## src/source/sifh_params.svh

```systemverilog
`ifndef SIFH_PARAMS_SVH
`define SIFH_PARAMS_SVH

// width of one incoming data word
`define Np 10
// bin address width, upper bits of a timestamp
`define Nb 6
// bin counter width, saturates at all ones
`define peakMax 8

// number of bins in one pixel histogram
`define BIN_NUM (1 << `Nb)

// acquisitions folded into one histogram
`define ACQ_NUM 4
`define ACQ_W $clog2(`ACQ_NUM)

// pixels per frame, index wraps after the last one
`define PIXEL_NUM 4
`define PIX_W $clog2(`PIXEL_NUM)

`endif

```

## src/source/sifhCtrlPkg.sv

```systemverilog
`default_nettype none

package sifhCtrlPkg;

    // execute stage control
    // stAccum  photon read-modify-write
    // stScan   sweep, clear and stream every bin
    // stDrain  wait for the last scan read to return
    typedef enum logic [1:0] {
        stAccum = 2'd0,
        stScan  = 2'd1,
        stDrain = 2'd2
    } histState_e;

    // result stage control
    // pkIdle waits for the first bin of a scan
    typedef enum logic {
        pkIdle  = 1'b0,
        pkTrack = 1'b1
    } peakState_e;

endpackage

`default_nettype wire

```

## src/source/sifhDataPkg.sv

```systemverilog
`default_nettype none

`include "sifh_params.svh"

package sifhDataPkg;

    // class of one decoded data word
    typedef enum logic [1:0] {
        opIdle   = 2'd0,
        opHit    = 2'd1,
        opAcqEnd = 2'd2
    } wordOp_e;

    typedef logic [`Nb-1:0]      bin_t;
    typedef logic [`peakMax-1:0] count_t;

    // counter ceiling, a full bin stays here
    localparam count_t countMax = '1;

endpackage

`default_nettype wire

```

## src/source/timestampDecode.sv

```systemverilog
`timescale 1ns/1ps
`default_nettype none

`include "sifh_params.svh"

module timestampDecode (
    input  logic                 clk,
    input  logic                 arstN,
    // one word per cycle from the pixel front end
    input  logic [`Np-1:0]       data,
    // class of the word sampled on the previous edge
    output sifhDataPkg::wordOp_e wordOp,
    // bin of that word, only meaningful for a hit
    output logic [`Nb-1:0]       bin
);

    logic isIdle;
    logic isAcqEnd;

    // zero means no photon arrived this cycle
    assign isIdle = (data == '0);

    // all ones closes one acquisition
    assign isAcqEnd = (data == '1);

    // word class, registered
    always_ff @(posedge clk or negedge arstN) begin
        if (!arstN) begin
            wordOp <= sifhDataPkg::opIdle;
        end else begin
            if (isIdle) begin
                wordOp <= sifhDataPkg::opIdle;
            end else if (isAcqEnd) begin
                wordOp <= sifhDataPkg::opAcqEnd;
            end else begin
                // any other value is a timestamp
                wordOp <= sifhDataPkg::opHit;
            end
        end
    end

    // bin index, upper bits of the timestamp
    // coarse time, the lower bits are dropped
    always_ff @(posedge clk) begin
        bin <= data[`Np-1 -: `Nb];
    end

endmodule

`default_nettype wire

```

## src/source/histRam.sv

```systemverilog
`timescale 1ns/1ps
`default_nettype none

`include "sifh_params.svh"

module histRam (
    input  logic                clk,
    // port a, write side
    input  logic                wEnable,
    input  logic                writeFlag,
    input  logic [`Nb-1:0]      waddr,
    input  logic [`peakMax-1:0] newCounts,
    // port b, registered read side
    input  logic                rEnable,
    input  logic                readFlag,
    input  logic [`Nb-1:0]      raddr,
    output logic [`peakMax-1:0] counts
);

    logic [`peakMax-1:0] mem [`BIN_NUM];

    // empty histogram at power up
    initial begin
        for (int i = 0; i < `BIN_NUM; i++) begin
            mem[i] = '0;
        end
    end

    // port a, memory enable and write enable
    always @(posedge clk) begin
        if (wEnable && writeFlag) begin
            mem[waddr] <= newCounts;
        end
    end

    // port b, old data on an address collision
    // forwarding upstream hides this case
    always @(posedge clk) begin
        if (rEnable && readFlag) begin
            counts <= mem[raddr];
        end
    end

endmodule

`default_nettype wire

```

## src/source/SiFH_FSM.sv

```systemverilog
`timescale 1ns/1ps
`default_nettype none

`include "sifh_params.svh"

module SiFH_FSM (
    input  logic                 clk,
    input  logic                 arstN,
    // decoded word
    input  sifhDataPkg::wordOp_e wordOp,
    input  logic [`Nb-1:0]       bin,
    // port b read data, one cycle after rEnable
    input  logic [`peakMax-1:0]  counts,
    output logic [`Nb-1:0]       waddr,
    output logic [`Nb-1:0]       raddr,
    output logic                 wEnable,
    output logic                 rEnable,
    output logic                 writeFlag,
    output logic                 readFlag,
    output logic [`peakMax-1:0]  newCounts,
    output logic                 busy,
    // scan stream to the result stage
    output logic                 scanValid,
    output logic                 scanLast,
    output logic [`Nb-1:0]       scanBin,
    output logic [`peakMax-1:0]  scanCount,
    output logic [`PIX_W-1:0]    scanPixel
);

    localparam logic [`ACQ_W-1:0] acqLast = (`ACQ_W)'(`ACQ_NUM - 1);
    localparam logic [`PIX_W-1:0] pixLast = (`PIX_W)'(`PIXEL_NUM - 1);

    sifhCtrlPkg::histState_e state;
    logic [`ACQ_W-1:0]       acqCnt;
    sifhDataPkg::bin_t       scanAddr;
    logic                    busyReg;
    // busy as seen when the decoded word was sampled
    logic                    busyD;
    logic                    lastAcq;
    // stage 1 is the read request on port b
    logic                    clr1;
    logic                    last1;
    // stage 2 holds the read whose counts are back
    logic                    v2;
    logic                    clr2;
    logic                    last2;
    sifhDataPkg::bin_t       a2;
    logic                    fwd;
    sifhDataPkg::count_t     fwdData;
    sifhDataPkg::count_t     base;
    sifhDataPkg::count_t     inc;

    // final acquisition end of this pixel
    assign lastAcq = (state == sifhCtrlPkg::stAccum) && !busyD &&
                     (wordOp == sifhDataPkg::opAcqEnd) && (acqCnt == acqLast);
    // raised at once so the source idles from the next word on
    assign busy = busyReg | lastAcq;

    // pending write bypasses the stale ram word
    assign base = fwd ? fwdData : counts;
    // saturating increment
    assign inc = (base == sifhDataPkg::countMax) ? base : base + 1'b1;

    // port a, write back two edges after the read request
    assign waddr     = a2;
    assign newCounts = clr2 ? '0 : inc;
    assign writeFlag = v2;
    // a full bin needs no write unless it is being cleared
    assign wEnable   = v2 && (clr2 || (base != sifhDataPkg::countMax));
    // port b busy while a request or its data is in the pipe
    assign readFlag  = rEnable | v2;

    // scan stream
    assign scanValid = v2 & clr2;
    assign scanLast  = scanValid & last2;
    assign scanBin   = a2;
    assign scanCount = base;

    always_ff @(posedge clk or negedge arstN) begin
        if (!arstN) begin
            state     <= sifhCtrlPkg::stAccum;
            acqCnt    <= '0;
            scanAddr  <= '0;
            scanPixel <= '0;
            busyReg   <= 1'b0;
            busyD     <= 1'b0;
            rEnable   <= 1'b0;
            clr1      <= 1'b0;
            last1     <= 1'b0;
            v2        <= 1'b0;
            clr2      <= 1'b0;
            last2     <= 1'b0;
            fwd       <= 1'b0;
        end else begin
            busyD <= busy;
            v2    <= rEnable;
            clr2  <= clr1;
            last2 <= last1;
            // write and read of one bin on the same edge
            fwd   <= wEnable && rEnable && (waddr == raddr);
            // no request unless a state asks
            rEnable <= 1'b0;
            clr1    <= 1'b0;
            last1   <= 1'b0;
            case (state)
                sifhCtrlPkg::stAccum: begin
                    // words sampled under busy are dropped
                    if (!busyD && (wordOp == sifhDataPkg::opHit)) begin
                        rEnable <= 1'b1;
                    end
                    if (lastAcq) begin
                        acqCnt   <= '0;
                        busyReg  <= 1'b1;
                        scanAddr <= '0;
                        state    <= sifhCtrlPkg::stScan;
                    end else if (!busyD && (wordOp == sifhDataPkg::opAcqEnd)) begin
                        acqCnt <= acqCnt + 1'b1;
                    end
                end
                sifhCtrlPkg::stScan: begin
                    // one bin per cycle, zero written behind it
                    rEnable  <= 1'b1;
                    clr1     <= 1'b1;
                    last1    <= (scanAddr == '1);
                    scanAddr <= scanAddr + 1'b1;
                    if (scanAddr == '1) begin
                        state <= sifhCtrlPkg::stDrain;
                    end
                end
                sifhCtrlPkg::stDrain: begin
                    // last bin is out, next pixel
                    if (scanLast) begin
                        busyReg   <= 1'b0;
                        state     <= sifhCtrlPkg::stAccum;
                        scanPixel <= (scanPixel == pixLast) ? '0 : scanPixel + 1'b1;
                    end
                end
                default: begin
                    state <= sifhCtrlPkg::stAccum;
                end
            endcase
        end
    end

    // addresses and forwarded data
    always_ff @(posedge clk) begin
        raddr   <= (state == sifhCtrlPkg::stScan) ? scanAddr : bin;
        a2      <= raddr;
        fwdData <= newCounts;
    end

endmodule

`default_nettype wire

```

## src/source/peakFinder.sv

```systemverilog
`timescale 1ns/1ps
`default_nettype none

`include "sifh_params.svh"

module peakFinder (
    input  logic                clk,
    input  logic                arstN,
    // scan stream from the execute stage
    input  logic                scanValid,
    input  logic                scanLast,
    input  logic [`Nb-1:0]      scanBin,
    input  logic [`peakMax-1:0] scanCount,
    input  logic [`PIX_W-1:0]   scanPixel,
    // result, held until the next pulse
    output logic                peakValid,
    output logic [`Nb-1:0]      peakBin,
    output logic [`peakMax-1:0] peakCount,
    output logic [`PIX_W-1:0]   pixelIndex
);

    sifhCtrlPkg::peakState_e state;
    sifhDataPkg::bin_t       maxBin;
    sifhDataPkg::count_t     maxCount;
    logic                    takeNew;
    sifhDataPkg::bin_t       candBin;
    sifhDataPkg::count_t     candCount;

    // first bin always taken, later only strictly greater
    // so on a tie the lower bin stays
    assign takeNew   = (state == sifhCtrlPkg::pkIdle) || (scanCount > maxCount);
    assign candBin   = takeNew ? scanBin : maxBin;
    assign candCount = takeNew ? scanCount : maxCount;

    always_ff @(posedge clk or negedge arstN) begin
        if (!arstN) begin
            state      <= sifhCtrlPkg::pkIdle;
            peakValid  <= 1'b0;
            peakBin    <= '0;
            peakCount  <= '0;
            pixelIndex <= '0;
        end else begin
            peakValid <= 1'b0;
            if (scanValid) begin
                if (scanLast) begin
                    // includes the last bin itself
                    peakValid  <= 1'b1;
                    peakBin    <= candBin;
                    peakCount  <= candCount;
                    pixelIndex <= scanPixel;
                    state      <= sifhCtrlPkg::pkIdle;
                end else begin
                    state <= sifhCtrlPkg::pkTrack;
                end
            end
        end
    end

    // running maximum over the scan
    always_ff @(posedge clk) begin
        if (scanValid) begin
            maxBin   <= candBin;
            maxCount <= candCount;
        end
    end

endmodule

`default_nettype wire

```

## src/source/sifhTop.sv

```systemverilog
`timescale 1ns/1ps
`default_nettype none

`include "sifh_params.svh"

module sifhTop (
    input  logic                clk,
    input  logic                arstN,
    input  logic [`Np-1:0]      data,
    // source sends idle words while high
    output logic                busy,
    output logic                peakValid,
    output logic [`Nb-1:0]      peakBin,
    output logic [`peakMax-1:0] peakCount,
    output logic [`PIX_W-1:0]   pixelIndex
);

    sifhDataPkg::wordOp_e wordOp;
    logic [`Nb-1:0]       bin;
    // ram ports
    logic [`peakMax-1:0]  counts;
    logic [`peakMax-1:0]  newCounts;
    logic [`Nb-1:0]       waddr;
    logic [`Nb-1:0]       raddr;
    logic                 wEnable;
    logic                 rEnable;
    logic                 writeFlag;
    logic                 readFlag;
    // scan stream
    logic                 scanValid;
    logic                 scanLast;
    logic [`Nb-1:0]       scanBin;
    logic [`peakMax-1:0]  scanCount;
    logic [`PIX_W-1:0]    scanPixel;

    // decode
    timestampDecode uDecode (
        .clk    (clk),
        .arstN  (arstN),
        .data   (data),
        .wordOp (wordOp),
        .bin    (bin)
    );

    // execute, owns both ram ports
    SiFH_FSM SiFH_FSM (
        .clk       (clk),
        .arstN     (arstN),
        .wordOp    (wordOp),
        .bin       (bin),
        .counts    (counts),
        .waddr     (waddr),
        .raddr     (raddr),
        .wEnable   (wEnable),
        .rEnable   (rEnable),
        .writeFlag (writeFlag),
        .readFlag  (readFlag),
        .newCounts (newCounts),
        .busy      (busy),
        .scanValid (scanValid),
        .scanLast  (scanLast),
        .scanBin   (scanBin),
        .scanCount (scanCount),
        .scanPixel (scanPixel)
    );

    histRam uRam (
        .clk       (clk),
        .wEnable   (wEnable),
        .writeFlag (writeFlag),
        .waddr     (waddr),
        .newCounts (newCounts),
        .rEnable   (rEnable),
        .readFlag  (readFlag),
        .raddr     (raddr),
        .counts    (counts)
    );

    // result
    peakFinder uPeak (
        .clk        (clk),
        .arstN      (arstN),
        .scanValid  (scanValid),
        .scanLast   (scanLast),
        .scanBin    (scanBin),
        .scanCount  (scanCount),
        .scanPixel  (scanPixel),
        .peakValid  (peakValid),
        .peakBin    (peakBin),
        .peakCount  (peakCount),
        .pixelIndex (pixelIndex)
    );

endmodule

`default_nettype wire

```

## config.mk

```make
export PLATFORM = sky130hd
export DESIGN_NAME = sifhTop
export DESIGN_NICKNAME = d
export VERILOG_FILES = /design/src/source/sifhCtrlPkg.sv /design/src/source/sifhDataPkg.sv /design/src/source/timestampDecode.sv /design/src/source/histRam.sv /design/src/source/SiFH_FSM.sv /design/src/source/peakFinder.sv /design/src/source/sifhTop.sv
export VERILOG_INCLUDE_DIRS = /design/src /design/src/source
export SDC_FILE = /design/constraint.sdc
export NUM_CORES = 1
export LEC_CHECK = 0
export ABC_AREA = 0
export BUFFER_PORTS_ARGS = -buffer_cell sky130_fd_sc_hd__buf_2
export CORE_ASPECT_RATIO = 1.4
export CORE_MARGIN = 1
export CORE_UTILIZATION = 30
export CTS_BUF_LIST = sky130_fd_sc_hd__clkbuf_4
export CTS_CLUSTER_DIAMETER = 50
export DETAILED_ROUTE_END_ITERATION = 10
export GPL_TIMING_DRIVEN = 0
export PLACE_DENSITY = 0.44
export SLEW_MARGIN = 30
export SYNTH_ARGS = -nofsm -noshare
export SYNTH_HDL_FRONTEND = slang
export SYNTH_HIERARCHICAL = 1
export SYNTH_SLANG_ARGS = --single-unit
```

## constraint.sdc

```tcl
create_clock -name clk -period 11.4 [get_ports clk]
set_input_delay 2.28 -clock clk [delete_from_list [all_inputs] [get_ports clk]]
set_output_delay 2.28 -clock clk [all_outputs]
set_load 0.05 [all_outputs]
```

==> reports/results.ini <==
[drt]
wirelength_um=64390
wl_per_cell_um=24.36
ant_nets=0
vias=12890
dr.pass1.iters=7
drt_iter0_markers=867
drc=0
drt-vias-per-instance=4.877

[floorplan]
die-area_um2=81480
core_um2=79220
row_count=122
die_x_um=241.5
start_util_pct=30.42
ios=30
die_y_um=337.3

[setup_path]
path_cells=nor3b_1 > nand3_1 > nand2b_1 > buf_2
crit_slowest_cell=dfrtp_1
critPathKind=flip-flop to output pin
cpPeakStageDelay_ns=0.40
crit_family=simple AND/OR/NAND/NOR gates
arrival_ns=2.29
cp-end-kind=output pin
crit_required_ns=9.12
cp.buffers_inverters=1
startpoint_type=flip-flop
crit_fanout=5

[cells_and_area]
nets=1506
utilization_pct=35.29
final_common_cell=edfxtp_1
layout-drive-gt1-share_pct=32.41
final_cell_mix=edfxtp_1 (534), clkbuf_4 (215), mux4_2 (127)
fillerInstances=7547
area_delta_synth_final_pct=16.00

[timing]
period_share_pct=40.05
relSlewSlack_pct=30.00
fin_worst_skew_ns=0.05146
period_minus_slack_ns=4.565
fin_tns_setup_ns=0
finalMaxSlewViolations=0
finalSetupViolCount=0
max_freq_mhz=219.0
rsz0062_at_grt=false
hold_viol=0
worstMarginPinSlew_ns=1.050

[power_and_ir_drop]
pwr_density_cell_nw_per_um2=171.0
power_frac_comb_pct=9.5
p_int_w=0.003631
vdd_ir_drop_max_mv=0.07132
seq_power_share_pct=53.0
leakagePower_nw=9.421
p_sw_share_pct=24.03
power_switching_w=0.001149
p_clk_share_pct=37.5

[grt]
grt_max_degree=66
grt_pass1_wl_um=94170
grt-ovfl-total=0
grt_use_total_pct=16.17
grt_pass1_vias=13830
antenna_found_initial=2

[clock_network]
cts-root-buf=clkbuf_4
cts_resized=0
h-tree-depth=4
numCtsBuffers=149
clock_path_buffers=3
ctsHoldBuffers=0
cts_setup_buffers=0
cts.clk_slew.worst_paths_ns=0.07
tritoncts=yes
clk_latency_ns=0.88
cts.sinks=601

[yosys]
synth_edf_count=534
ys_async_sr_fraction_pct=6.822
ys_types=79
syn_inst=1281
ys_ff_latch=601
syn-num-nets=1305
avgSynthCellArea_um2=18.81
syn-cell-area_um2=24100
synth_warnings=6
ys_seq_area_share_pct=72.96
ys.flop_type=edfxtp_1

[worst_hold_path]
hold_path.class=flip-flop to flip-flop

[flow_run]
max-cap-violations=0

[place]
gp_congestion=0.8381
portBuffers=29
hpwl_um=44660

[outcome]
status=complete, no violations

[cell usage after synthesis (all sizes together), types with 3 or more instances]
library cell / count / area, um^2
mux2i: 36 / 364.1
nand4: 8 / 92.58
nand3b: 5 / 37.54
o221ai: 6 / 52.55
ha: 12 / 150.1
nor3: 11 / 71.32
clkbuf: 27 / 101.4
nor4: 3 / 18.77
buf: 46 / 339.1
or2: 4 / 25.02
nand3: 13 / 70.07
mux4: 127 / 2860
a21oi: 39 / 210.2
dfxtp: 26 / 520.5
nor2b: 17 / 113.9
xnor2: 4 / 35.03
a22o: 6 / 52.55
and2: 4 / 25.02
nand2: 48 / 187.7
o31ai: 15 / 142.6
o41ai: 8 / 70.07
a22oi: 7 / 52.55
o22ai: 10 / 62.56
nor2: 98 / 384.1
a41oi: 14 / 122.6
inv: 15 / 56.30
xor2: 3 / 26.28
a211oi: 11 / 100.1
o21ai: 15 / 78.82
a21bo: 7 / 70.07
dfrtp: 41 / 1026
o21a: 4 / 30.03
edfxtp: 534 / 16040
nand2b: 11 / 68.82
a31oi: 5 / 31.28
mux2: 17 / 195.2
[power by group through the flow]
stage | combinational (W) | clock [W] | sequential, W
2_1_floorplan | 0.000224 | 0 | 0.00259
3_3_place_gp | 0.000382 | 0 | 0.00261
3_5_place_dp | 0.000466 | 0 | 0.00258
4_1_cts | 0.000467 | 0.00187 | 0.00253
5_1_grt | 0.000487 | 0.00196 | 0.00254
6_report | 0.000454 | 0.00179 | 0.00253
[registers in the layout, indices dropped and copies added (netlist names), 2 cells and up]
register and flops:
uRam/mem 512, SiFH_FSM/fwdData 8, uPeak/maxCount 8, uPeak/peakCount 8
uRam/counts 8, SiFH_FSM/raddr 6, SiFH_FSM/scanAddr 6, SiFH_FSM/scanBin 6
uDecode/bin 6, uPeak/maxBin 6, uPeak/peakBin 6, SiFH_FSM/acqCnt 2
SiFH_FSM/scanPixel 2, SiFH_FSM/state 2, uDecode/wordOp 2, uPeak/pixelIndex 2
[layer usage]
layer	global-route usage [%]	up-vias	share of wire [%]	routed length (um)
met4	8.687	0	4.7	3028
met1	17.49	6684	37	23860
met2	29.79	381	54	34640
met3	3.048	141	4.4	2860
met5	0	-	0	0
li1	-	5683	-	-
[path summary, 6_finish.rpt]
check / from / to / slack (ns) / depth (start not counted)
max: SiFH_FSM/busyD$_DFF_PN0_ / busy / 6.83 / 4
min: SiFH_FSM/last1$_DFF_PN0_ / SiFH_FSM/last2$_DFF_PN0_ / 0.35 / 0
max reg2reg: SiFH_FSM/fwd$_DFF_PN0_ / uRam/mem[38][3]$_DFFE_PP_ / 6.89 / 11
min reg2reg: SiFH_FSM/last1$_DFF_PN0_ / SiFH_FSM/last2$_DFF_PN0_ / 0.35 / 0
max in group asynchronous: arstN / uPeak/peakCount[6]$_DFFE_PN0P_ / 9.61 / 1
min in group asynchronous: arstN / uPeak/peakCount[0]$_DFFE_PN0P_ / 1.38 / 1
[cell families after synthesis]
kind of cell    share of synthesized area, %
compound gates                         4.938
simple gates                           4.958
xor+xnor                              0.2544
flops                                  72.96
buf+inv                                2.077
mux                                    14.19
fa+ha+maj                             0.6230
[worst register-to-register path, stage by stage (launching register included)]
cell and delay [ns]:
dfrtp_1 0.50, buf_6 0.21, mux2_2 0.40, ha_1 0.30, nand4b_1 0.22, a21oi_4 0.13
nand2_4 0.19, o21a_1 0.15, nand2_1 0.05, nor2_1 0.26, nand3_1 0.69, nor2_1 1.00
[area by class of cell]
| class | instances | area [um^2] | area share (%) |
|---|---|---|---|
| timing repair buffer | 50 | 548.0 | 1.960 |
| multi-input combinational | 591 | 6117 | 21.88 |
| buffer | 73 | 444.2 | 1.589 |
| clock buffer | 215 | 1614 | 5.774 |
| sequential | 601 | 17580 | 62.90 |
| inverter | 16 | 60.06 | 0.2148 |
| tap | 1054 | 1319 | 4.718 |
| antenna | 3 | 7.507 | 0.02686 |
| clock inverter | 40 | 262.8 | 0.9399 |
[per-stage QoR]
step	setup slack [ns]	power (W)	hold WS [ns]	instances	cell area, um^2
floorplan	6.532	0.002811	0.3312	1281	24100
global placement	2.850	0.002994	0.3390	2364	25560
detailed placement	6.868	0.003048	0.3405	2385	26060
CTS	6.691	0.004867	0.3561	2640	27940
global route	6.632	0.004984	0.3697	2643	27950
finish	6.835	0.004779	0.3531	2643	27950
No activity file was read; power rests on OpenSTA's default activity.
